===== src/source/root_hub_pkg.sv =====
`default_nettype none

package root_hub_pkg;

    // message layout on every hub stream
    localparam int MSG_WIDTH = 64;
    localparam int DEST_WIDTH = 8;
    localparam int PAYLOAD_WIDTH = MSG_WIDTH - DEST_WIDTH;

    // board id, 0 is the root and leaf i is i+1
    typedef logic [DEST_WIDTH-1:0] dest_t;

    // message body, opaque to the hub
    typedef logic [PAYLOAD_WIDTH-1:0] payload_t;

    // dest sits in the top byte
    typedef struct packed {
        dest_t    dest;
        payload_t payload;
    } hub_msg_t;

    // reserved id, reaches every leaf
    localparam dest_t BROADCAST_DEST = '1;

    // down path FSM
    typedef enum logic [0:0] {
        DISPATCH_IDLE  = 1'b0,
        DISPATCH_BCAST = 1'b1 // some leaves still owe a broadcast accept
    } dispatch_state_t;

endpackage

`default_nettype wire


===== src/source/down_dispatcher.sv =====
`default_nettype none

module down_dispatcher #(
    parameter int NUM_LEAVES = 4
) (
    input  wire logic                    clk,
    input  wire logic                    reset,
    input  wire root_hub_pkg::hub_msg_t  ctrl_msg_i,
    input  wire logic                    ctrl_valid_i,
    output logic                         ctrl_ready_o,
    output root_hub_pkg::hub_msg_t       down_msg_o,
    output logic [NUM_LEAVES-1:0]        down_valid_o,
    input  wire logic [NUM_LEAVES-1:0]   down_ready_i
);

    root_hub_pkg::dispatch_state_t state_q, state_d;
    logic [NUM_LEAVES-1:0]         pending_q, pending_d;
    logic [NUM_LEAVES-1:0]         still_pending;
    logic [NUM_LEAVES-1:0]         target;
    logic                          is_bcast, is_uni;

    assign is_bcast = (ctrl_msg_i.dest == root_hub_pkg::BROADCAST_DEST);
    assign is_uni   = (ctrl_msg_i.dest != '0)
                   && (ctrl_msg_i.dest <= root_hub_pkg::dest_t'(NUM_LEAVES));

    always_comb begin
        for (int i = 0; i < NUM_LEAVES; i++) begin
            target[i] = (ctrl_msg_i.dest == root_hub_pkg::dest_t'(i + 1));
        end
    end

    // all leaves see the same message, valid picks who takes it
    assign down_msg_o    = ctrl_msg_i;
    assign still_pending = pending_q & ~down_ready_i;

    always_comb begin
        state_d      = state_q;
        pending_d    = pending_q;
        down_valid_o = '0;
        ctrl_ready_o = 1'b0;
        case (state_q)
            root_hub_pkg::DISPATCH_IDLE: begin
                if (ctrl_valid_i) begin
                    if (is_bcast) begin
                        down_valid_o = '1;
                        if (&down_ready_i) begin
                            ctrl_ready_o = 1'b1;
                        end else begin
                            // ready leaves take it now, the rest later
                            state_d   = root_hub_pkg::DISPATCH_BCAST;
                            pending_d = ~down_ready_i;
                        end
                    end else if (is_uni) begin
                        down_valid_o = target;
                        ctrl_ready_o = |(target & down_ready_i);
                    end else begin
                        ctrl_ready_o = 1'b1; // bad dest, swallow it
                    end
                end
            end
            root_hub_pkg::DISPATCH_BCAST: begin
                down_valid_o = pending_q;
                pending_d    = still_pending;
                if (still_pending == '0) begin
                    ctrl_ready_o = 1'b1;
                    state_d      = root_hub_pkg::DISPATCH_IDLE;
                end
            end
            default: state_d = root_hub_pkg::DISPATCH_IDLE;
        endcase
    end

    always_ff @(posedge clk) begin
        if (reset) begin
            state_q   <= root_hub_pkg::DISPATCH_IDLE;
            pending_q <= '0;
        end else begin
            state_q   <= state_d;
            pending_q <= pending_d;
        end
    end

endmodule

`default_nettype wire


===== config.mk =====
export PLATFORM = sky130hd
export DESIGN_NAME = down_dispatcher
export DESIGN_NICKNAME = d
export VERILOG_FILES = /design/src/source/root_hub_pkg.sv /design/src/source/down_dispatcher.sv
export SDC_FILE = /design/constraint.sdc
export NUM_CORES = 1
export LEC_CHECK = 0
export ABC_AREA = 1
export BUFFER_PORTS_ARGS = -buffer_cell sky130_fd_sc_hd__buf_2
export CAP_MARGIN = 20
export CORE_MARGIN = 2
export CORE_UTILIZATION = 33
export CTS_BUF_LIST = sky130_fd_sc_hd__clkbuf_4
export DETAILED_ROUTE_END_ITERATION = 7
export GPL_ROUTABILITY_DRIVEN = 0
export HOLD_SLACK_MARGIN = 0.1
export PLACE_DENSITY = 0.88
export SETUP_SLACK_MARGIN = 0.15
export SLEW_MARGIN = 20
export SYNTH_ARGS = -nofsm -noshare
export SYNTH_HDL_FRONTEND = slang
export SYNTH_SLANG_ARGS = --single-unit
export TNS_END_PERCENT = 50

===== constraint.sdc =====
create_clock -name clk -period 2.8 [get_ports clk]
set_input_delay 0.56 -clock clk [delete_from_list [all_inputs] [get_ports clk]]
set_output_delay 0.56 -clock clk [all_outputs]
set_load 0.01 [all_outputs]

# --- After elaboration in Yosys (flattened, before gate mapping) ---
# Cells that the tools add are included.
word_totals:
  in_bits: 71
  regBits: 5
op_classes:
  mux: 19
  reduce_logical: 6
  n_lt_le_gt_ge: 1
  n_eq_ne: 8
  n_bitwise: 4
op_table:
  columns: ["op", "count"]
  rows:
  - ["two-way mux 4 bit", 6]
  - ["equality test 8 x 2 -> 1 bit, second input constant", 2]
  - ["one-hot mux 4 bit (2 select lines)", 2]
  - ["two-way mux 1 bit", 9]
  - ["AND 4 bit", 2]
  - ["equality test 8 x 1 -> 1 bit, second input constant", 1]
  - ["equality test 8 x 3 -> 1 bit, second input constant", 1]
  - ["equality test 8 bit, second input constant", 1]
  - ["<= comparator 8 x 3 -> 1 bit, second input constant", 1]
  - ["nonzero test 8 bit", 1]
  - ["inequality test 2 bit, second input constant", 3]
  - ["zero test 4 bit", 1]
  - ["inverter 4 bit", 1]
  - ["one-hot mux 1 bit (2 select lines)", 2]
  - ["AND reduction 4 bit", 1]
  - ["OR reduction 4 bit", 1]
  - ["AND reduction 3 bit", 1]
  - ["logical AND 1 bit", 1]
  - ["inverter 1 bit", 1]

# --- Longest topological paths before layout ---
depth:
  depth_word: 7
  ltp_mapped: 9

# --- Worst setup path before layout ---
# OpenSTA, ideal clock, no wires.
synth_path:
  path_kind: "input-to-output"
  from: "input ctrl_msg_i[61] in the netlist's numbering"
  to: "output ctrl_ready_o"
  n_path_buf: 0
  stages: 9
  setup_slack_ps: 1064
  arrival_ps: 1176
  cell_sequence: "nor2_1 > nand2_1 > inv_1 > nand3_1 > nand2_1 > nor2_1 > nand2_1 > nand3_1 > nand2_1"
synth_via:
  elab_chain_cells: 7
  word_cells_on_any_way: 14
synth_lines:
  columns: ["item", "line_no", "text"]
  rows:
  - ["start, declared", "down_dispatcher.sv:8", "input wire root_hub_pkg::hub_msg_t ctrl_msg_i,"]
  - ["parallel branches: the longest is 4 deep, another holds <= comparator 8 x 3 -> 1 bit", null, null]
  - ["two-way mux 1 bit *", "down_dispatcher.sv:44", "if (is_bcast) begin"]
  - ["two-way mux 1 bit *", "down_dispatcher.sv:43", "if (ctrl_valid_i) begin"]
  - ["one-hot mux 1 bit (2 select lines) *", "down_dispatcher.sv:41", "case (state_q)"]
  - ["end, declared", "down_dispatcher.sv:10", "output logic ctrl_ready_o,"]
# Every way passes the cells marked *.

# --- Final worst setup path ---
# Same ends and word-level chain as after synthesis.

==> impl_metrics.csv <==
group,metric,value,unit
setup_path,crit_fanout,5,
route,final_antenna_net_count,0,
placed_design,numPortBuffers,27,
sta,setup_viol,0,
die,initial_core_util,34.8,%
finish,final_common_cell,"buf_2",
finish,final_cells,151,
global_routing,overflow,0,
synth,synth_compound_area_share,12.7,%
setup_path,cp.required,2240,ps
placed_design,pre_cts_ws,748,ps
route,remaining_drc_errors,0,
global_routing,grt_max_degree,7,
cts,cts-resized-gates,0,
cts,root_buffer,"clkbuf_4",
finish,antenna_cells,0,
synth,synthCells,153,
setup_path,crit_arrival,1470,ps
finish,area_growth,-28.6,%
synth,avgSynthCellArea,6.32,sq um
power_and_ir_drop,power_density,307,nW/um^2
synth,yosys-top-cells-area,"buf_4 50%, dfxtp_1 10%, nand2_1 8.2%",
sta,finalSetupTns,0,ps
route,drt-initial-drc-count,18,
cts,path_clk_slew,40,ps
global_routing,grt_pass1_wl,2530,microns
die,die-height,58.1,microns
cts,clkLatencyLatePin,240,ps
sta,finalMaxSlewViolations,0,
synth,ys_ff_latch,5,
die,pin_count,140,
setup_path,end_kind,"output port",
setup_path,critical_path.startpoint_type,"input port",
synth,synth_adder_area_share,0,%
setup_path,slowest_stage,"nand2_1",
synth,synth_xor_area_share,0,%
finish,nFillCells,310,
synth,synth.cell_area,967,sq um
power_and_ir_drop,ir_drop,0.176,mV
cts,cts_hold_buf,0,
sta,hold_violations,0,
sta,tightest_slew,365,ps
power_and_ir_drop,p_seq_share,33.8,%
min_path,hold_class,"flip-flop to flip-flop",
die,rows,19,
route,routed_wl,1590,microns
route,dr.pass1.iters,4,
status,status,"complete, no violations",
sta,relSlewSlack,75.6,%
cts,cts_inserted_buffers,3,
finish,fin_nets,192,
power_and_ir_drop,swShare,27.9,%
setup_path,critPathTopFamily,"simple AND/OR/NAND/NOR gates",
power_and_ir_drop,p_clk_share,44.5,%
finish,layout_common_cells,"27 x buf_2, 21 x nand2_1, 16 x inv_1, 14 x nor2_1, 9 x o21ai_0",
cts,htreeDepth,1,
sta,clock_skew,0.0750,ps
setup_path,max_stage_delay,120,ps
finish,drive_gt1_share,30.8,%
setup_path,cpMostUsedCell,"nand2_1",
power_and_ir_drop,total_power,212,uW
run,cap_violations,0,
synth,synth_simple_gate_area_share,21.1,%
power_and_ir_drop,pwr-share-comb,21.7,%
cts,cts_tree,"built",
sta,final.setup.worst_slack,770,ps
cts,cts_buffer_depth,2,
finish,finalInstanceArea,691,sq um
die,dieArea,3380,sq um
global_routing,grt_pass1_vias,600,
setup_path,path_class,"input port to output port",
power_and_ir_drop,power_leakage,0.357,nW
placed_design,hpwl,1330,microns
setup_path,path_cells,"buf_2 -> nor2_1 -> nand2_1 -> inv_1 -> nand3_1 -> nand2_1 -> nor2_1 -> nand2_1 -> nand3_1 -> nand2_1 -> buf_2",
route,num_vias,699,
sta,holdWs,520,ps
finish,final_util,24.8,%
synth,syn-num-nets,224,
die,dieWidth,58.1,microns
synth,netlist.area_leader.share,49.7,%
synth,synth_cell_type_count,13,
synth,synth_area_leader_cell,"buf_4",
synth,synth_seq_area_share,10.3,%
sta,grt_setup_unrepaired,"false",
die,core_area,2780,sq um
sta,min_period,2030,ps
cts,clkSinkCount,5,
power_and_ir_drop,intPower,153,uW
synth,muxShareOfSynthArea,0,%
placed_design,placed_area,661,sq um
synth,synth_top_family_by_area,"buffers and inverters",
cts,post-cts-setup-buffer-count,0,
route,wl_per_cell,10.6,microns
sta,fmax,493,MHz
power_and_ir_drop,switchingPower,59.1,uW
synth,ys_warn_count,0,
route,via_per_inst,4.63,
global_routing,grt_util_all_layers,9.48,%
sta,post-route-period-util,72.5,%
global_routing,antenna_found_initial,0,
placed_design,dp.cells,147,
setup_path,path_buf_inv,3,
Yosys cell counts, drive strengths merged:
cell type and count:
inv 16, dfxtp 5, nor2 17, a21oi 7, nand2 24, nand3 5, o21ai 9, o21a 4
o22ai 2, buf 64
worst register-to-register path: stages (launching register included):
cell	delay, ps
dfxtp_1	330
nor2_1	290
nand2_2	150
a21oi_1	150
o21a_1	130
flip-flops by register name, indices dropped and copies added (netlist names):
signal,cells
state_q,1
pending_q,4
path summary, 6_finish.rpt:
kind | from | endpoint | slack (ps) | depth (start not counted)
max | ctrl_msg_i[61] | ctrl_ready_o | 770 | 11
min | state_q$_SDFF_PP0_ | state_q$_SDFF_PP0_ | 520 | 2
max reg2reg | state_q$_SDFF_PP0_ | pending_q[2]$_SDFFE_PP0P_ | 1710 | 4
min reg2reg | state_q$_SDFF_PP0_ | state_q$_SDFF_PP0_ | 520 | 2
power by group through the flow:
stage          clock (mW)  combinational [mW]  sequential (mW)
3_5_place_dp            0              0.0459           0.0729
5_1_grt             0.105              0.0511           0.0714
4_1_cts            0.0982              0.0461           0.0716
3_3_place_gp            0              0.0453           0.0729
6_report           0.0943              0.0460           0.0716
2_1_floorplan           0               0.111           0.0729
layout make-up:
| class | count | area, sq um | area share, % |
|---|---|---|---|
| Inverter | 16 | 60.1 | 8.70 |
| Tap cell | 31 | 38.8 | 5.62 |
| Sequential cell | 5 | 100 | 14.5 |
| Multi-Input combinational cell | 68 | 327 | 47.3 |
| Timing Repair Buffer | 27 | 135 | 19.6 |
| Clock buffer | 4 | 30.0 | 4.35 |
logic make-up after synthesis:
logic type	after synthesis
buf+inv	80
simple gates	46
compound gates	22
flops	5
metal layers:
layer,wire [microns],vias up,GRT usage [%],share of wire (%)
met5,0,-,0,0
met4,77,0,9.30,4.8
met3,218,14,3.57,14
met2,573,51,11.4,36
met1,724,291,12.4,45
li1,-,343,-,-
(Power assumes the default switching activity.)
